[src/cache_pkg.sv]
package cache_pkg;

    // word address split: tag | index | offset
    localparam int TAG_W    = 6;
    localparam int INDEX_W  = 2;
    localparam int OFFSET_W = 2;

    // cache geometry
    localparam int NUM_SETS = 4;
    localparam int NUM_WAYS = 2; // one lru bit per set, so two ways only
    localparam int WORD_W   = 32;
    localparam int BLOCK_W  = 128;

    // backing memory
    localparam int BLOCK_ADDR_W = 8; // {tag, index}
    localparam int MEM_BLOCKS   = 256;
    localparam int MEM_LATENCY  = 4;

    // miss handling
    typedef enum logic [1:0] {
        st_idle,
        st_write_back,
        st_allocate
    } ctrl_state_t;

endpackage

[src/mem_bus_if.sv]


// lookup and update port of the tag/data store
interface store_if;
    import cache_pkg::*;

    logic [INDEX_W-1:0]  index;
    logic [TAG_W-1:0]    tag;
    logic                hit_write;
    logic [OFFSET_W-1:0] offset;
    logic [WORD_W-1:0]   wdata;
    logic                fill;
    logic [BLOCK_W-1:0]  fill_data;
    logic                fill_dirty;
    logic                touch;

    logic                hit;
    logic                hit_way;
    logic [BLOCK_W-1:0]  hit_block;
    logic                victim_dirty;
    logic [TAG_W-1:0]    victim_tag;
    logic [BLOCK_W-1:0]  victim_block;

    modport ctrl (
        output index, tag, hit_write, offset, wdata, fill, fill_data, fill_dirty, touch,
        input  hit, hit_way, hit_block, victim_dirty, victim_tag, victim_block
    );
    modport store (
        input  index, tag, hit_write, offset, wdata, fill, fill_data, fill_dirty, touch,
        output hit, hit_way, hit_block, victim_dirty, victim_tag, victim_block
    );
endinterface

[src/cache_store.sv]
`timescale 1ns/1ps

module cache_store (
    input logic clk,
    input logic proc_reset,
    store_if.store sbus
);
    import cache_pkg::*;

    logic [TAG_W-1:0]   tag_q   [NUM_SETS][NUM_WAYS];
    logic [BLOCK_W-1:0] data_q  [NUM_SETS][NUM_WAYS];
    logic               valid_q [NUM_SETS][NUM_WAYS];
    logic               dirty_q [NUM_SETS][NUM_WAYS];
    logic               lru_q   [NUM_SETS]; // way used most recently

    logic hit0;
    logic hit1;
    logic victim_way;
    logic upd_way;

    // lookup on the current index
    assign hit0 = valid_q[sbus.index][0] && (tag_q[sbus.index][0] == sbus.tag);
    assign hit1 = valid_q[sbus.index][1] && (tag_q[sbus.index][1] == sbus.tag);

    assign sbus.hit       = hit0 || hit1;
    assign sbus.hit_way   = hit1;
    assign sbus.hit_block = data_q[sbus.index][sbus.hit_way];

    assign victim_way = ~lru_q[sbus.index];

    assign sbus.victim_dirty = valid_q[sbus.index][victim_way] &&
                               dirty_q[sbus.index][victim_way];
    assign sbus.victim_tag   = tag_q[sbus.index][victim_way];
    assign sbus.victim_block = data_q[sbus.index][victim_way];

    // way that becomes most recent after this access
    assign upd_way = sbus.fill ? victim_way : sbus.hit_way;

    always_ff @(posedge clk) begin
        if (proc_reset) begin
            valid_q <= '{default: '0};
            dirty_q <= '{default: '0};
            lru_q   <= '{default: '0};
        end else begin
            if (sbus.fill) begin
                valid_q[sbus.index][victim_way] <= 1'b1;
                dirty_q[sbus.index][victim_way] <= sbus.fill_dirty;
            end else if (sbus.hit_write && sbus.hit) begin
                dirty_q[sbus.index][sbus.hit_way] <= 1'b1;
            end
            if (sbus.fill || sbus.touch)
                lru_q[sbus.index] <= upd_way;
        end
    end

    // payload, no reset
    always_ff @(posedge clk) begin
        if (sbus.fill) begin
            tag_q[sbus.index][victim_way]  <= sbus.tag;
            data_q[sbus.index][victim_way] <= sbus.fill_data;
        end else if (sbus.hit_write && sbus.hit) begin
            data_q[sbus.index][sbus.hit_way][sbus.offset*WORD_W +: WORD_W] <= sbus.wdata;
        end
    end

    // fills always go to the way that does not match, so a tag lives in one way only
    a_single_hit: assert property (
        @(posedge clk) disable iff (proc_reset) !(hit0 && hit1)
    ) else $error("tag %0h present in both ways of set %0d", sbus.tag, sbus.index);

endmodule

[src/flat_wrapper.sv]
// flat-port wrapper written by rule: the top's interface ports become plain ports
module cache_store_flat import cache_pkg::*;
  (clk, proc_reset, sbus_index, sbus_tag, sbus_hit_write, sbus_offset, sbus_wdata, sbus_fill, sbus_fill_data, sbus_fill_dirty, sbus_touch, sbus_hit, sbus_hit_way, sbus_hit_block, sbus_victim_dirty, sbus_victim_tag, sbus_victim_block);
  store_if sbus_i ();
  input logic clk;
  input logic proc_reset;
  input wire logic [$bits(sbus_i.index)-1:0] sbus_index;
  input wire logic [$bits(sbus_i.tag)-1:0] sbus_tag;
  input wire logic [$bits(sbus_i.hit_write)-1:0] sbus_hit_write;
  input wire logic [$bits(sbus_i.offset)-1:0] sbus_offset;
  input wire logic [$bits(sbus_i.wdata)-1:0] sbus_wdata;
  input wire logic [$bits(sbus_i.fill)-1:0] sbus_fill;
  input wire logic [$bits(sbus_i.fill_data)-1:0] sbus_fill_data;
  input wire logic [$bits(sbus_i.fill_dirty)-1:0] sbus_fill_dirty;
  input wire logic [$bits(sbus_i.touch)-1:0] sbus_touch;
  output wire logic [$bits(sbus_i.hit)-1:0] sbus_hit;
  output wire logic [$bits(sbus_i.hit_way)-1:0] sbus_hit_way;
  output wire logic [$bits(sbus_i.hit_block)-1:0] sbus_hit_block;
  output wire logic [$bits(sbus_i.victim_dirty)-1:0] sbus_victim_dirty;
  output wire logic [$bits(sbus_i.victim_tag)-1:0] sbus_victim_tag;
  output wire logic [$bits(sbus_i.victim_block)-1:0] sbus_victim_block;
  assign sbus_i.index = sbus_index;
  assign sbus_i.tag = sbus_tag;
  assign sbus_i.hit_write = sbus_hit_write;
  assign sbus_i.offset = sbus_offset;
  assign sbus_i.wdata = sbus_wdata;
  assign sbus_i.fill = sbus_fill;
  assign sbus_i.fill_data = sbus_fill_data;
  assign sbus_i.fill_dirty = sbus_fill_dirty;
  assign sbus_i.touch = sbus_touch;
  assign sbus_hit = sbus_i.hit;
  assign sbus_hit_way = sbus_i.hit_way;
  assign sbus_hit_block = sbus_i.hit_block;
  assign sbus_victim_dirty = sbus_i.victim_dirty;
  assign sbus_victim_tag = sbus_i.victim_tag;
  assign sbus_victim_block = sbus_i.victim_block;
  cache_store u_core (.clk(clk), .proc_reset(proc_reset), .sbus(sbus_i));
endmodule
[config.mk]
export PLATFORM = sky130hd
export DESIGN_NAME = cache_store_flat
export DESIGN_NICKNAME = d
export VERILOG_FILES = /design/src/cache_pkg.sv /design/src/mem_bus_if.sv /design/src/cache_store.sv /design/src/flat_wrapper.sv
export SDC_FILE = /design/constraint.sdc
export NUM_CORES = 1
export LEC_CHECK = 0
export BUFFER_PORTS_ARGS = -buffer_cell sky130_fd_sc_hd__clkbuf_2
export CORE_UTILIZATION = 50
export CTS_CLUSTER_DIAMETER = 30
export DETAILED_ROUTE_END_ITERATION = 10
export HOLD_SLACK_MARGIN = 0.15
export PLACE_DENSITY = 0.69
export RECOVER_POWER = 100
export SLEW_MARGIN = 20
export SYNTH_ARGS = -nofsm -noshare
export SYNTH_HDL_FRONTEND = slang
export SYNTH_SLANG_ARGS = --single-unit
[constraint.sdc]
create_clock -name clk -period 5.8 [get_ports clk]
set_input_delay 0.58 -clock clk [delete_from_list [all_inputs] [get_ports clk]]
set_output_delay 0.58 -clock clk [all_outputs]
set_load 0.05 [all_outputs]
==> flow_summary.toml <==
[floorplanning]
die_area_um2 = 96400
dieWidth_um = 310
die_h_um = 310
initial_core_util = 0.507
core-area_um2 = 93700
fp-row-count = 112
io_pins = 441

[global_route]
use_met3 = 0.0459
track_usage = 0.273
overflow = 0
grt_pass1_wl_um = 185000
met1_usage = 0.371
grt_max_degree = 117
first_global_vias = 27000
antenna_found_initial = 37
grt.busiest_layer = "met2"
use_met2 = 0.446

[timing]
worstMarginPinSlew_ps = 2820
slew_headroom = -0.878
finalCritPeriodShare = 0.875
setup-tns-final_ps = 0
rsz0062_at_grt = "false"
finalHoldViolations = 0
fin_worst_skew_ps = 25.1
fmax_mhz = 197
slew_violations = 584
period_minus_slack_ps = 5080
setup_viol = 0

[power_and_ir_drop]
pwr-share-comb = 0.087
p_sw_frac = 0.240
power.density_nw_per_um2 = 397
switching_power_mw = 5.62
clockPowerShare = 0.531
cellLeakagePower_nw = 19.5
seq_power_share = 0.382
ir_drop_v = 0.000270
p_int_mw = 17.8

[routing]
wl_per_cell_um = 29.4
drtIter0Drc = 2346
dr.pass1.iters = 5
ant_nets = 0
vias = 26400
wl_um = 131000
drc = 0
drt-vias-per-instance = 5.93

[outcome]
failed_checks = "max-capacitance violations, max-slew violations"
outcome = "complete, but fails checks"

[logic_synthesis]
syn_avg_cell_area_um2 = 20.1
synth-seq-cells = 1092
synth_edf_count = 1072
yosys.cell_types.count = 48
synth_async_sr_flop_share = 0
netlist_area_um2 = 47600
ys_seq_area_frac = 0.685
syn_inst = 2370
synthFlopType = "edfxtp_1"
yosysWarnings = 0
syn-num-nets = 2551

[clocking]
clk_pin_slew_worst_paths_ps = 50
cts_buffers = 211
cts_setup_buffers = 0
cts-root-buf = "clkbuf_16"
clk_latency_ps = 760
post_cts_resized = 0
cts_hold_buffers = 45
cts_tree = "done"
cts_buffer_depth = 3
htreeDepth = 4
cts_sinks = 1092

[finish]
nFillCells = 6580
area_delta_synth_final_pct = 23.8
final_cells = 4456
layout_common_cells = "edfxtp_1 (1072), clkbuf_1 (277), mux4_2 (276)"
final_util = 0.628
final_common_cell = "edfxtp_1"
layout.nets = 3167
drive_gt1_frac = 0.370

[critical_path]
worstSetupPathType = "primary input to output port"
setup.worst_path.end_class = "output port"
r2r-end = "u_core.data_q[0][79]"
crit_arrival_ps = 4500
rrSetupSlack_ps = 850
critPathMaxFanout = 116
critPathLaunchType = "primary input"
r2r_start = "u_core.lru_q[0]"
reg2reg_depth = 4
crit_required_ps = 5220

[min_path]
hold_path_end = "u_core.data_q[3][201]"
hold_class = "primary input to flop"
hold_depth = 2
min_from = "sbus_fill_data[73]"

[placement]
placed_cells = 3982
place_congestion = 0.841
dpl.hpwl_um = 78600
io_buffers = 440

[flow_run]
drv_cap = 15
## power by group through the flow
stage / combinational [mW] / clock [mW] / sequential, mW
after detailed placement: 2.09 / 0 / 9.07
after global routing: 2.14 / 12.9 / 8.94
after floorplan: 1.45 / 0 / 9.06
final: 2.04 / 12.4 / 8.93
after CTS: 2.13 / 12.5 / 8.92
after global placement: 2.06 / 0 / 9.05
## synth_stat cells, types with 3 or more instances
library cell  instances  share of area
edfxtp_1           1072           0.68
mux2_2              473           0.11
mux4_2              277           0.13
and2_1              129          0.017
clkbuf_1             69         0.0054
mux2_1               45          0.011
nor2_1               37         0.0029
a21oi_1              36         0.0038
buf_2                30         0.0032
buf_6                22         0.0052
buf_1                20         0.0016
dfxtp_1              20         0.0084
nand2_1              15         0.0012
xnor2_1              11         0.0020
or3_1                 9         0.0012
mux2i_1               8         0.0017
nor2b_1               8         0.0011
or4_1                 8         0.0013
a31oi_1               7        0.00092
ha_1                  5         0.0013
nand3_1               5        0.00053
nor3_1                5        0.00053
o21ai_0               5        0.00053
a2111oi_0             4        0.00074
a211o_1               4        0.00074
buf_4                 4        0.00063
nand2b_1              4        0.00053
nor3_2                4        0.00084
a211oi_4              3         0.0013
inv_1                 3        0.00024
nor3b_1               3        0.00047
o21bai_1              3        0.00047
o41ai_1               3        0.00055
xor2_1                3        0.00055
## per-stage QoR
step	power (mW)	cell area [um2]	hold slack, ps	worst slack (ps)
after floorplan	10.5	47600	435	1320
after global placement	11.1	51500	443	1250
after detailed placement	11.2	51500	469	1170
after CTS	23.6	59400	150	1160
after global routing	24.0	58800	182	503
final	23.4	58900	199	724
## registers in the layout, indices dropped and copies added, names as in the netlist
signal          count
u_core.lru_q        4
u_core.data_q    1024
u_core.dirty_q      8
u_core.valid_q      8
u_core.tag_q       48
## cells by family (layout without fill, tap and decap cells)
kind of cell / Yosys count / in the layout / share of synthesized area
flip-flops: 1092 / 1092 / 0.685
other: 0 / 37 / 0
AO/OA/AOI/OAI: 72 / 72 / 0.0104
XOR/XNOR: 14 / 14 / 0.00258
multiplexers: 803 / 803 / 0.255
adder cells (fa/ha/maj): 5 / 5 / 0.00131
AND/OR/NAND/NOR: 236 / 236 / 0.0291
buffers and inverters: 148 / 943 / 0.0163
## per-layer routing
metal / wire (um) / part of all wire
met1: 51500 / 0.39
met5: 115 / 0.00088
met2: 65300 / 0.50
met4: 3250 / 0.025
met3: 10700 / 0.082
## critical path, cell delays in order
cell and delay, ps:
buf_8 460, mux4_4 750, clkbuf_4 1530, mux4_2 470
mux2_2 320, clkbuf_2 250
## layout make-up
cell class / count / area [um2] / share of cell area
sequential: 1092 / 32600 / 0.553
antenna: 37 / 92.6 / 0.00157
clock inverter: 166 / 1970 / 0.0335
clock buffer: 226 / 5430 / 0.0922
inverter: 3 / 11.3 / 0.000191
multi-input combinational: 1130 / 14500 / 0.246
tap: 1254 / 1570 / 0.0266
timing repair buffer: 548 / 2720 / 0.0461
## worst max-delay path by stage
stage	depth (start not counted)	from	to	slack (ps)
4_1_cts	9	sbus_index[0]	sbus_hit_block[82]	1160
3_5_place_dp	9	sbus_index[0]	sbus_hit_block[82]	1170
6_report	6	sbus_index[0]	sbus_victim_tag[3]	720
5_1_grt	7	sbus_index[0]	u_core.data_q[2][207]	500
3_3_place_gp	9	sbus_index[0]	sbus_hit_block[81]	1250
2_1_floorplan	9	sbus_index[0]	u_core.data_q[0][100]	1320
Power figures use the tool's default switching activity.
