## src/cache_pkg.sv

```systemverilog
package cache_pkg;

    // word address split: tag | index | offset
    localparam int TAG_W    = 6;
    localparam int INDEX_W  = 2;
    localparam int OFFSET_W = 2;

    // cache geometry
    localparam int NUM_SETS = 4;
    localparam int NUM_WAYS = 2; // one lru bit per set, so two ways only
    localparam int WORD_W   = 32;
    localparam int BLOCK_W  = 128;

    // backing memory
    localparam int BLOCK_ADDR_W = 8; // {tag, index}
    localparam int MEM_BLOCKS   = 256;
    localparam int MEM_LATENCY  = 4;

    // miss handling
    typedef enum logic [1:0] {
        st_idle,
        st_write_back,
        st_allocate
    } ctrl_state_t;

endpackage

```

## src/mem_bus_if.sv

```systemverilog
`timescale 1ns/1ps

// block transfers between controller and main memory
interface mem_bus_if;
    import cache_pkg::*;

    logic                    read;
    logic                    write;
    logic [BLOCK_ADDR_W-1:0] addr;
    logic [BLOCK_W-1:0]      wdata;
    logic [BLOCK_W-1:0]      rdata;
    logic                    ready; // one cycle strobe

    modport ctrl (output read, write, addr, wdata, input rdata, ready);
    modport mem  (input read, write, addr, wdata, output rdata, ready);
endinterface

// lookup and update port of the tag/data store
interface store_if;
    import cache_pkg::*;

    logic [INDEX_W-1:0]  index;
    logic [TAG_W-1:0]    tag;
    logic                hit_write;
    logic [OFFSET_W-1:0] offset;
    logic [WORD_W-1:0]   wdata;
    logic                fill;
    logic [BLOCK_W-1:0]  fill_data;
    logic                fill_dirty;
    logic                touch;

    logic                hit;
    logic                hit_way;
    logic [BLOCK_W-1:0]  hit_block;
    logic                victim_dirty;
    logic [TAG_W-1:0]    victim_tag;
    logic [BLOCK_W-1:0]  victim_block;

    modport ctrl (
        output index, tag, hit_write, offset, wdata, fill, fill_data, fill_dirty, touch,
        input  hit, hit_way, hit_block, victim_dirty, victim_tag, victim_block
    );
    modport store (
        input  index, tag, hit_write, offset, wdata, fill, fill_data, fill_dirty, touch,
        output hit, hit_way, hit_block, victim_dirty, victim_tag, victim_block
    );
endinterface

```

## src/cache_ctrl.sv

```systemverilog
`timescale 1ns/1ps

module cache_ctrl (
    input  logic                        clk,
    input  logic                        proc_reset,
    input  logic                        proc_read,
    input  logic                        proc_write,
    input  logic [29:0]                 proc_addr,
    input  logic [cache_pkg::WORD_W-1:0] proc_wdata,
    output logic [cache_pkg::WORD_W-1:0] proc_rdata,
    output logic                        proc_stall,
    store_if.ctrl                       sbus,
    mem_bus_if.ctrl                     mbus
);
    import cache_pkg::*;

    ctrl_state_t state_q;
    ctrl_state_t state_d;

    logic [TAG_W-1:0]    tag;
    logic [INDEX_W-1:0]  index;
    logic [OFFSET_W-1:0] offset;
    logic                req;
    logic                idle_hit;
    logic [BLOCK_W-1:0]  src_block;
    logic [BLOCK_W-1:0]  merged;

    // upper address bits are ignored
    assign tag    = proc_addr[OFFSET_W+INDEX_W +: TAG_W];
    assign index  = proc_addr[OFFSET_W +: INDEX_W];
    assign offset = proc_addr[OFFSET_W-1:0];

    assign req      = proc_read || proc_write;
    assign idle_hit = (state_q == st_idle) && req && sbus.hit;

    // lookup side
    assign sbus.index     = index;
    assign sbus.tag       = tag;
    assign sbus.offset    = offset;
    assign sbus.wdata     = proc_wdata;
    assign sbus.hit_write = idle_hit && proc_write;
    assign sbus.touch     = idle_hit;

    // fetched block with the processor word merged in on a write miss
    always_comb begin
        merged = mbus.rdata;
        if (proc_write)
            merged[offset*WORD_W +: WORD_W] = proc_wdata;
    end

    assign sbus.fill       = (state_q == st_allocate) && mbus.ready;
    assign sbus.fill_data  = merged;
    assign sbus.fill_dirty = proc_write;

    // memory side
    assign mbus.read  = (state_q == st_allocate);
    assign mbus.write = (state_q == st_write_back);
    assign mbus.addr  = (state_q == st_write_back) ? {sbus.victim_tag, index} : {tag, index};
    assign mbus.wdata = sbus.victim_block;

    // hit word, or forwarded from memory at the end of a miss
    assign src_block  = (state_q == st_allocate) ? mbus.rdata : sbus.hit_block;
    assign proc_rdata = src_block[offset*WORD_W +: WORD_W];

    always_comb begin
        state_d    = state_q;
        proc_stall = 1'b0;
        case (state_q)
            st_idle: begin
                if (req && !sbus.hit) begin
                    proc_stall = 1'b1;
                    state_d    = sbus.victim_dirty ? st_write_back : st_allocate;
                end
            end
            st_write_back: begin
                proc_stall = 1'b1;
                if (mbus.ready)
                    state_d = st_allocate;
            end
            st_allocate: begin
                proc_stall = !mbus.ready; // released with the fill
                if (mbus.ready)
                    state_d = st_idle;
            end
            default: state_d = st_idle;
        endcase
    end

    always_ff @(posedge clk) begin
        if (proc_reset)
            state_q <= st_idle;
        else
            state_q <= state_d;
    end

    // the stalled request must stay put until the miss is done
    a_req_held_in_miss: assert property (
        @(posedge clk) disable iff (proc_reset)
        (state_q != st_idle) |-> req && $stable(proc_write) && $stable(proc_addr)
    ) else $error("processor request changed during %s", state_q.name());

endmodule

```

## src/flat_wrapper.sv

```systemverilog
// flat-port wrapper written by rule: the top's interface ports become plain ports
module cache_ctrl_flat import cache_pkg::*;
  (clk, proc_reset, proc_read, proc_write, proc_addr, proc_wdata, proc_rdata, proc_stall, sbus_index, sbus_tag, sbus_hit_write, sbus_offset, sbus_wdata, sbus_fill, sbus_fill_data, sbus_fill_dirty, sbus_touch, sbus_hit, sbus_hit_way, sbus_hit_block, sbus_victim_dirty, sbus_victim_tag, sbus_victim_block, mbus_read, mbus_write, mbus_addr, mbus_wdata, mbus_rdata, mbus_ready);
  store_if sbus_i ();
  mem_bus_if mbus_i ();
  input  logic clk;
  input  logic proc_reset;
  input  logic proc_read;
  input  logic proc_write;
  input  logic [29:0] proc_addr;
  input  logic [cache_pkg::WORD_W-1:0] proc_wdata;
  output logic [cache_pkg::WORD_W-1:0] proc_rdata;
  output logic proc_stall;
  output wire logic [$bits(sbus_i.index)-1:0] sbus_index;
  output wire logic [$bits(sbus_i.tag)-1:0] sbus_tag;
  output wire logic [$bits(sbus_i.hit_write)-1:0] sbus_hit_write;
  output wire logic [$bits(sbus_i.offset)-1:0] sbus_offset;
  output wire logic [$bits(sbus_i.wdata)-1:0] sbus_wdata;
  output wire logic [$bits(sbus_i.fill)-1:0] sbus_fill;
  output wire logic [$bits(sbus_i.fill_data)-1:0] sbus_fill_data;
  output wire logic [$bits(sbus_i.fill_dirty)-1:0] sbus_fill_dirty;
  output wire logic [$bits(sbus_i.touch)-1:0] sbus_touch;
  input wire logic [$bits(sbus_i.hit)-1:0] sbus_hit;
  input wire logic [$bits(sbus_i.hit_way)-1:0] sbus_hit_way;
  input wire logic [$bits(sbus_i.hit_block)-1:0] sbus_hit_block;
  input wire logic [$bits(sbus_i.victim_dirty)-1:0] sbus_victim_dirty;
  input wire logic [$bits(sbus_i.victim_tag)-1:0] sbus_victim_tag;
  input wire logic [$bits(sbus_i.victim_block)-1:0] sbus_victim_block;
  output wire logic [$bits(mbus_i.read)-1:0] mbus_read;
  output wire logic [$bits(mbus_i.write)-1:0] mbus_write;
  output wire logic [$bits(mbus_i.addr)-1:0] mbus_addr;
  output wire logic [$bits(mbus_i.wdata)-1:0] mbus_wdata;
  input wire logic [$bits(mbus_i.rdata)-1:0] mbus_rdata;
  input wire logic [$bits(mbus_i.ready)-1:0] mbus_ready;
  assign sbus_index = sbus_i.index;
  assign sbus_tag = sbus_i.tag;
  assign sbus_hit_write = sbus_i.hit_write;
  assign sbus_offset = sbus_i.offset;
  assign sbus_wdata = sbus_i.wdata;
  assign sbus_fill = sbus_i.fill;
  assign sbus_fill_data = sbus_i.fill_data;
  assign sbus_fill_dirty = sbus_i.fill_dirty;
  assign sbus_touch = sbus_i.touch;
  assign sbus_i.hit = sbus_hit;
  assign sbus_i.hit_way = sbus_hit_way;
  assign sbus_i.hit_block = sbus_hit_block;
  assign sbus_i.victim_dirty = sbus_victim_dirty;
  assign sbus_i.victim_tag = sbus_victim_tag;
  assign sbus_i.victim_block = sbus_victim_block;
  assign mbus_read = mbus_i.read;
  assign mbus_write = mbus_i.write;
  assign mbus_addr = mbus_i.addr;
  assign mbus_wdata = mbus_i.wdata;
  assign mbus_i.rdata = mbus_rdata;
  assign mbus_i.ready = mbus_ready;
  cache_ctrl u_core (.clk(clk), .proc_reset(proc_reset), .proc_read(proc_read), .proc_write(proc_write), .proc_addr(proc_addr), .proc_wdata(proc_wdata), .proc_rdata(proc_rdata), .proc_stall(proc_stall), .sbus(sbus_i), .mbus(mbus_i));
endmodule
```

## config.mk

```make
export PLATFORM = sky130hd
export DESIGN_NAME = cache_ctrl_flat
export DESIGN_NICKNAME = d
export VERILOG_FILES = /design/src/cache_pkg.sv /design/src/mem_bus_if.sv /design/src/cache_ctrl.sv /design/src/flat_wrapper.sv
export SDC_FILE = /design/constraint.sdc
export NUM_CORES = 1
export LEC_CHECK = 0
export BUFFER_PORTS_ARGS = -buffer_cell sky130_fd_sc_hd__buf_2
export CORE_AREA = 2 2 316 318
export DETAILED_ROUTE_END_ITERATION = 6
export DIE_AREA = 0 0 318 320
export SLEW_MARGIN = 20
export SYNTH_ARGS = -nofsm -noshare
export SYNTH_HDL_FRONTEND = slang
export SYNTH_SLANG_ARGS = --single-unit
```

## constraint.sdc

```tcl
create_clock -name clk -period 5.65 [get_ports clk]
set_input_delay 1.13 -clock clk [delete_from_list [all_inputs] [get_ports clk]]
set_output_delay 1.13 -clock clk [all_outputs]
set_load 0.005 [all_outputs]
```

==> results of run 1 <==
==> final cells by class <==
class                   instances  area, um^2
fillers                     11500       90200
well taps                    1287        1610
repair buffers                536        2760
inverters                       2        7.51
flip-flops and latches          2        40.0
multi-input cells             262        3270
diodes                         22        55.1
clock buffers                   3        75.1
==> kinds of logic after synthesis <==
group	synth area share [%]
compound gates	24.1
fa+ha+maj	1.29
buf+inv	32.0
flops	0.829
mux	38.9
simple gates	2.80
==> layout by cell type (no fill, tap or decap) <==
master     count
buf_12         3
and4b_2        1
o21bai_1       1
and2_1         2
buf_2        520
mux4_1         3
nor3b_1        2
and3_1         1
mux4_2        61
buf_4         13
nand2_1        1
mux2_2        32
clkbuf_16      3
diode_2       22
dfxtp_1        2
mux2_1         6
o21ai_0        2
o21a_1         1
a22o_1       128
nor4b_4        1
o211a_1        1
nand2b_1       1
and4_2         2
nand2_2        4
nor2_1         2
inv_1          1
inv_2          1
ha_1           5
nor2b_1        2
nor2b_4        1
a21oi_1        2
==> routing by layer <==
metal  up-vias  global-route usage, %  share of wire, %
met4        22                   3.71               3.6
met2       836                   18.0                45
li1       2429                      -                 -
met5         -                      0              0.23
met1      3028                   11.2                35
met3       143                   7.04                16
==> final timing paths <==
kind	to	slack, ns	cells after the start
worst max-delay path	sbus_fill_data[35]	0.86	8
worst min-delay path	u_core.state_q[0]$_SDFFE_PP0P_	0.63	2
worst max register to register	u_core.state_q[0]$_SDFFE_PP0P_	4.67	3
worst min register to register	u_core.state_q[0]$_SDFFE_PP0P_	0.63	2
==> critical path, stage by stage <==
cell and delay (ns):
buf_2 0.18, inv_2 0.26, ha_1 0.33, nor3b_1 0.35, and4_2 0.60, buf_4 0.39, a22o_1 0.18, buf_2 0.19
==> through the flow <==
stage | cells | cell area, um^2
finish | 2114 | 7820
global route | 2103 | 7790
CTS | 2092 | 7760
detailed placement | 2089 | 7680
global placement | 2089 | 7680
floorplan | 484 | 4830
==> power by group through the flow <==
stage / clock [mW] / combinational [mW] / sequential (mW)
after floorplan: 0 / 0.387 / 0.0175
after global placement: 0 / 0.669 / 0.0180
after detailed placement: 0 / 0.672 / 0.0181
after CTS: 0.111 / 0.675 / 0.0179
after global routing: 0.112 / 0.710 / 0.0183
final: 0.110 / 0.669 / 0.0181
==> impl_results.md, run 1 <==
- Top-count cell post-synth: buf_4
- Crit path launch type: primary input
- Gate power share: 83.9%
- Syn Area/Cell: 9.98 um^2
- Max Fclk: 209 MHz
- Router iterations before antenna repair: 4
- Via/cell ratio: 3.05
- Resize count post-CTS: 0
- Final Util: 7.98%
- Max FFs per register: 2
- Syn-to-layout area delta: 61.7%
- Pins over their slew limit: 0
- Final period utilization: 84.7%
- Layout Nets: 1272
- Cts hold-fix bufs: 0
- Clock Power Share: 13.8%
- Post-Syn Area: 4830 um^2
- PD cells: 102 nW/um^2
- Largest cells by area after synthesis: mux4_2 (28%), buf_4 (27%), a22o_1 (23%)
- Post-synth net total: 949
- Final-report hold violation count: 0
- Hold Path Origin: u_core.state_q[1]$_SDFFE_PP0P_
- Largest Register: u_core.state_q
- Die height: 320 um
- Max capacitance violation total: 0
- Critical path class: primary input to output port
- Post-synth ARST share: 0%
- DRT Wirelength: 59.3 mm
- Status: finished, final reports clean
- Initial antenna violation count: 41
- Clock Root Buffer: clkbuf_16
- Clock tree buffer depth: 2
- Post-route ant nets: 0
- Setup WS pre-CTS: 0.803 ns
- Clk sink count: 2
- Worst EP required: 4.52 ns
- Pin count of the biggest net entering global routing: 43
- P_sw: 353 uW
- Top post-synthesis cells by count: buf_4 (173), a22o_1 (128), mux4_2 (61), mux2_2 (32), clkbuf_1 (25)
- Post-Route Setup TNS: 0 ns
- Most used DFF post-synth: dfxtp_1
- Number of synthesized flops with an enable pin: 0
- Worst Path Max Fanout: 17
- Setup ws final: 0.864 ns
- Htree depth: 1
- Core Rows: 115
- Fin crit period: 4.79 ns
- Hold crit path type: flop to flop
- Cell Int Power: 444 uW
- Largest regs: u_core.state_q: 2 flops
- Share of layout cells above drive strength 1: 79.8%
- Worst r2r src: u_core.state_q[0]$_SDFFE_PP0P_
- Area of the die: 102000 um^2
- Warnings from Yosys: 0
- Die width: 318 um
- Starting density of the core: 4.93%
- Final RePlAce weighted congestion: 0.855
- DRC: 0
- Switch share: 44.3%
- Clk Latency, worst-skew pair: 0.23 ns
- PortBufs: 521
- Post-synthesis cell type count: 30
- Max VDD drop: 0.127 mV
- Clk slew on worst S/H paths: 0.03 ns
- First-pass GRT wire length: 71.6 mm
- Hold Slack: 0.631 ns
- Rel. slew slack: 41.9%
- Vias in the first global route: 6390
- I/O pin count: 805
- CTS buffer count: 3
- Worst slew pin tran: 0.872 ns
- Gr ovfl total: 0
- Seq pwr share: 2.3%
- Crit. End Element: output port
- Worst EP arrival: 3.66 ns
- Drt initial violations: 444
- Synth Register Bits: 2
- Synth area leader: mux4_2
- # setup viols final: 0
- Gate Count Post-Synth: 484
- Setup crit start: proc_addr[0]
- DPL Wire Length: 52.0 mm
- Total GRT Usage: 10.9%
- Worst Clk Skew: 0.000421 ns
- Vias: 6458
- RSZ-0062 raised after global routing: false
- Sequential share of the synthesized area: 0.829%
- Core footprint: 98000 um^2
- # Post-CTS Setup Buffers: 0
- Average wire per standard cell: 28.1 um
- Tot Pwr: 797 uW
- Leakage: 3.30 nW
- CTS tree: built
- Top cell type's share of synthesized area: 28.4%
Note: power is estimated with default switching activity, not from simulation.
==> run 2: changes to the inputs <==
--- a/config.mk
+++ b/config.mk
@@ -6,9 +6,9 @@
 export NUM_CORES = 1
 export LEC_CHECK = 0
 export BUFFER_PORTS_ARGS = -buffer_cell sky130_fd_sc_hd__buf_2
-export CORE_AREA = 2 2 316 318
+export CORE_AREA = 2 2 315 317
 export DETAILED_ROUTE_END_ITERATION = 6
-export DIE_AREA = 0 0 318 320
+export DIE_AREA = 0 0 317 319
 export SLEW_MARGIN = 20
 export SYNTH_ARGS = -nofsm -noshare
 export SYNTH_HDL_FRONTEND = slang
==> constraint.sdc (replaced) <==
create_clock -name clk -period 4.3 [get_ports clk]
set_input_delay 0.86 -clock clk [delete_from_list [all_inputs] [get_ports clk]]
set_output_delay 0.86 -clock clk [all_outputs]
set_load 0.005 [all_outputs]
==> impl_results.md, run 2 (synthesized netlist as in run 1, its figures left out) <==
- Clk slew on worst S/H paths: 0.03 ns
- Worst Clk Skew: 0.00145 ns
- Met2 wire len: 27.2 mm
- Max Fclk: 270 MHz
- Max Used Layer: met5
- Die height: 319 um
- Status: finished, final reports clean
- Initial antenna violation count: 52
- DRC: 0
- # Post-CTS Setup Buffers: 0
- Worst Path Max Fanout: 32
- Fin crit period: 3.70 ns
- First-pass GRT wire length: 70.0 mm
- Hold Slack: 0.644 ns
- Worst EP required: 3.44 ns
- Hold crit path type: flop to flop
- Worst r2r src: u_core.state_q[0]$_SDFFE_PP0P_
- Resize count post-CTS: 0
- CTS tree: built
- Clk Latency, worst-skew pair: 0.22 ns
- Worst EP arrival: 2.84 ns
- DRT Wirelength: 59.5 mm
- Pin count of the biggest net entering global routing: 46
- Max VDD drop: 0.0782 mV
- Clock Root Buffer: clkbuf_16
- Top delay family on crit path: buffers and inverters
- Rel. slew slack: 37.9%
- Gr ovfl total: 0
- Layout Nets: 1273
- RR Endpoint: u_core.state_q[0]$_SDFFE_PP0P_
- Via/cell ratio: 3.05
- Leakage: 3.32 nW
- Crit. End Element: output port
- Buffers plus inverters on the worst setup path: 5
- Hold Path Origin: u_core.state_q[1]$_SDFFE_PP0P_
- Drt initial violations: 413
- # setup viols final: 0
- Core footprint: 97700 um^2
- Hold Path Depth: 2
- Htree depth: 1
- CTS buffer count: 3
- I/O pin count: 805
- Router iterations before antenna repair: 4
- Worst R2R Setup Slack: 3.31 ns
- Final RePlAce weighted congestion: 0.887
- Worst slew pin tran: 0.930 ns
- Critical Path, Cell by Cell: buf_2 -> inv_2 -> buf_4 -> ha_1 -> nand2_2 -> buf_4 -> a22o_1 -> buf_2
- Commonest non-fill, non-tap cell in the layout: buf_2
- Largest Register: u_core.state_q
- Slowest CP cell: buf_4
- Hold endpoint: u_core.state_q[1]$_SDFFE_PP0P_
- Critical path class: primary input to output port
- Final-report hold violation count: 0
- Post-route ant nets: 0
- Clock tree buffer depth: 2
- Final period utilization: 86.1%
- Syn-to-layout area delta: 62.8%
- Reg2Reg Depth: 3
- Die width: 317 um
- Vias in the first global route: 6212
- Share of layout cells above drive strength 1: 79.8%
- Routed length on met1: 19.0 mm
- Critical path's largest stage delay: 0.56 ns
- Vias: 6448
- Largest regs: u_core.state_q: 2 flops
- Core Rows: 115
- Post-Route Setup TNS: 0 ns
- Cts hold-fix bufs: 0
- Pins over their slew limit: 0
- Clk sink count: 2
- Max capacitance violation total: 0
- PortBufs: 521
- Starting density of the core: 4.95%
- Max FFs per register: 2
- Average wire per standard cell: 28.2 um
- Area of the die: 101000 um^2
- PD cells: 133 nW/um^2
- Crit path launch type: primary input
- Wire length on met3: 10.6 mm
- DPL Wire Length: 52.1 mm
- Commonest cells after routing, fill and taps aside: buf_2 (520), a22o_1 (128), mux4_2 (61)
- RSZ-0062 raised after global routing: false
- Total GRT Usage: 10.9%
==> run 2: layout make-up <==
type | instances | area, um^2
fillers | 11500 | 89800
multi-input cells | 262 | 3270
repair buffers | 537 | 2820
well taps | 1287 | 1610
clock buffers | 3 | 75.1
diodes | 20 | 50.0
flip-flops and latches | 2 | 40.0
inverters | 2 | 7.51
==> run 2: stage by stage <==
| stage | cells | power, mW | area (um^2) | setup slack (ns) | utilization [%] |
|---|---|---|---|---|---|
| global route | 2110 | 1.11 | 7860 | 0.602 | 8.05 |
| global placement | 2090 | 0.898 | 7740 | 0.718 | 7.92 |
| finish | 2113 | 1.04 | 7870 | 0.599 | 8.05 |
| CTS | 2093 | 1.05 | 7820 | 0.679 | 8.00 |
| floorplan | 484 | 0.532 | 4830 | 0.925 | - |
| detailed placement | 2090 | 0.905 | 7740 | 0.687 | 7.92 |
==> run 2: routing by layer <==
layer / vias to the layer above / global-route usage, %
li1: 2429 / -
met1: 3023 / 10.2
met2: 801 / 18.5
met3: 175 / 7.66
met4: 20 / 3.99
met5: - / 0
==> run 2: worst register-to-register path: cells and delay by family, from the launching register on <==
kind / cells / cell delay, ns
AND/OR/NAND/NOR: 1 / 0.23
flip-flops: 1 / 0.36
AO/OA/AOI/OAI: 2 / 0.29
==> run 2: where the power goes <==
group          internal [mW]  total [mW]  leakage (nW)  switching (mW)
Combinational          0.448       0.881          3.26           0.433
Clock                  0.118       0.138        0.0371          0.0194
Sequential            0.0205      0.0239        0.0164         0.00334
==> run 2: worst max-delay path by stage <==
stage                       startpoint                  to  slack [ns]  depth (start not counted)
final                     proc_addr[0]  sbus_fill_data[78]        0.60                          8
after global routing      proc_addr[0]  sbus_fill_data[78]        0.60                          8
after CTS                 proc_addr[0]  sbus_fill_data[78]        0.68                          8
after detailed placement  proc_addr[0]  sbus_fill_data[78]        0.69                          8
after global placement    proc_addr[0]  sbus_fill_data[78]        0.72                          8
after floorplan           proc_addr[0]  sbus_fill_data[10]        0.93                          7
==> run 3: changes to the inputs <==
--- a/config.mk
+++ b/config.mk
@@ -6,9 +6,9 @@
 export NUM_CORES = 1
 export LEC_CHECK = 0
 export BUFFER_PORTS_ARGS = -buffer_cell sky130_fd_sc_hd__buf_2
-export CORE_AREA = 2 2 315 317
+export CORE_AREA = 2 2 316 318
 export DETAILED_ROUTE_END_ITERATION = 6
-export DIE_AREA = 0 0 317 319
+export DIE_AREA = 0 0 318 320
 export SLEW_MARGIN = 20
 export SYNTH_ARGS = -nofsm -noshare
 export SYNTH_HDL_FRONTEND = slang
==> constraint.sdc (replaced) <==
create_clock -name clk -period 4.4 [get_ports clk]
set_input_delay 0.88 -clock clk [delete_from_list [all_inputs] [get_ports clk]]
set_output_delay 0.88 -clock clk [all_outputs]
set_load 0.005 [all_outputs]
==> impl_results.md, run 3 (synthesized netlist as in run 1, its figures left out) <==
- Cell repeated most along the worst path: buf_2
- Die height: 320 um
- Starting density of the core: 4.93%
- I/O pin count: 805
- Final RePlAce weighted congestion: 0.852
- Worst slew pin tran: 0.813 ns
- Seq pwr share: 2.3%
- Critical Path, Cell by Cell: buf_2 -> inv_2 -> ha_1 -> nor3b_1 -> and4_2 -> buf_12 -> a22o_1 -> buf_2
- Worst R2R Setup Slack: 3.43 ns
- # Post-CTS Setup Buffers: 0
- # setup viols final: 0
- Final-report hold violation count: 0
- PortBufs: 521
- Pin count of the biggest net entering global routing: 42
- Vias: 6341
- Clk Latency, worst-skew pair: 0.23 ns
- Clk sink count: 2
- DRC: 0
- First-pass GRT wire length: 70.7 mm
- Worst Clk Skew: 0.00290 ns
- Worst Path Max Fanout: 32
- Die width: 318 um
- Cts hold-fix bufs: 0
- Setup WS pre-CTS: 0.830 ns
- Post-Route Setup TNS: 0 ns
- Largest Register: u_core.state_q
- Clock Root Buffer: clkbuf_16
- Via/cell ratio: 3.01
- Worst EP required: 3.52 ns
- Htree depth: 1
- CTS buffer count: 3
- Crit path launch type: primary input
- Commonest cells after routing, fill and taps aside: buf_2 (520), a22o_1 (128), mux4_2 (61)
- Switch share: 43.8%
- Clk slew on worst S/H paths: 0.03 ns
- Max FFs per register: 2
- Max capacitance violation total: 0
- Area of the die: 102000 um^2
- Hold Path Origin: u_core.state_q[1]$_SDFFE_PP0P_
- Core Rows: 115
- Hold Path Depth: 2
- Cell Int Power: 570 uW
- Total GRT Usage: 10.7%
- Commonest non-fill, non-tap cell in the layout: buf_2
- Largest regs: u_core.state_q: 2 flops
- Router iterations before antenna repair: 5
- Initial antenna violation count: 39
- Gr ovfl total: 0
- Setup ws final: 0.825 ns
- Hold endpoint: u_core.state_q[0]$_SDFFE_PP0P_
- Post-route ant nets: 0
- Clock Power Share: 13.8%
- Worst r2r src: u_core.state_q[0]$_SDFFE_PP0P_
- Vias in the first global route: 6371
- Final period utilization: 81.3%
- Hold crit path type: flop to flop
- Share of layout cells above drive strength 1: 79.8%
- Layout Nets: 1273
- Slowest CP cell: and4_2
- Rel. slew slack: 45.8%
- Critical path's largest stage delay: 0.30 ns
- PD cells: 129 nW/um^2
- Fin crit period: 3.58 ns
- Max VDD drop: 0.0719 mV
- Syn-to-layout area delta: 62.0%
- RSZ-0062 raised after global routing: false
- Resize count post-CTS: 0
- RR Endpoint: u_core.state_q[1]$_SDFFE_PP0P_
- Reg2Reg Depth: 3
- Gate power share: 83.9%
- Crit. End Element: output port
- Worst EP arrival: 2.70 ns
- Clock tree buffer depth: 2
- Core footprint: 98000 um^2
- Average wire per standard cell: 27.6 um
- Status: finished, final reports clean
- Drt initial violations: 379
- Max Fclk: 280 MHz
- Leakage: 3.30 nW
- DPL Wire Length: 51.1 mm
- P_sw: 444 uW
- Pins over their slew limit: 0
- Critical path class: primary input to output port
- CTS tree: built
- DRT Wirelength: 58.2 mm
## run 3: area by class of cell
| class | count | area, um^2 |
|---|---|---|
| Fill cell | 11500 | 90200 |
| Multi-Input combinational cell | 262 | 3270 |
| Timing Repair Buffer | 537 | 2790 |
| Tap cell | 1287 | 1610 |
| Clock buffer | 3 | 75.1 |
| Sequential cell | 2 | 40.0 |
| Antenna cell | 15 | 37.5 |
| Inverter | 2 | 7.51 |
## run 3: worst max-delay path by stage
stage | start | slack, ns | endpoint
final | proc_addr[0] | 0.82 | sbus_fill_data[57]
after global placement | proc_addr[0] | 0.85 | sbus_fill_data[57]
after detailed placement | proc_addr[0] | 0.83 | sbus_fill_data[57]
after global routing | proc_addr[0] | 0.73 | sbus_fill_data[57]
after floorplan | proc_addr[0] | 0.99 | sbus_fill_data[10]
after CTS | proc_addr[0] | 0.82 | sbus_fill_data[57]
## run 3: worst max-delay path: cells and delay by family
family          cells  cell delay (ns)
compound gates      1             0.18
fa+ha+maj           1             0.23
buf+inv             4             0.73
simple gates        2             0.59
## run 3: power by group through the flow
stage               clock network (mW)  registers (mW)  logic [mW]
floorplan                            0          0.0225       0.497
global placement                     0          0.0233       0.849
detailed placement                   0          0.0232       0.856
CTS                              0.142          0.0229       0.859
global route                     0.144          0.0233       0.907
finish                           0.140          0.0230       0.851
## run 3: metal layers
layer  part of all wire [%]  track usage (%)
met5                   0.18                0
met4                    3.7             3.38
met3                     16             6.83
met2                     45             17.8
met1                     35             11.1
## run 3: stage by stage
stage	cell area [um^2]	util, %	total power, mW	std cells	hold slack (ns)
floorplan	4830	-	0.520	484	0.565
global placement	7720	7.88	0.873	2090	0.612
detailed placement	7720	7.88	0.879	2090	0.614
CTS	7790	7.95	1.02	2093	0.620
global route	7820	7.98	1.07	2104	0.643
finish	7830	7.99	1.01	2108	0.629
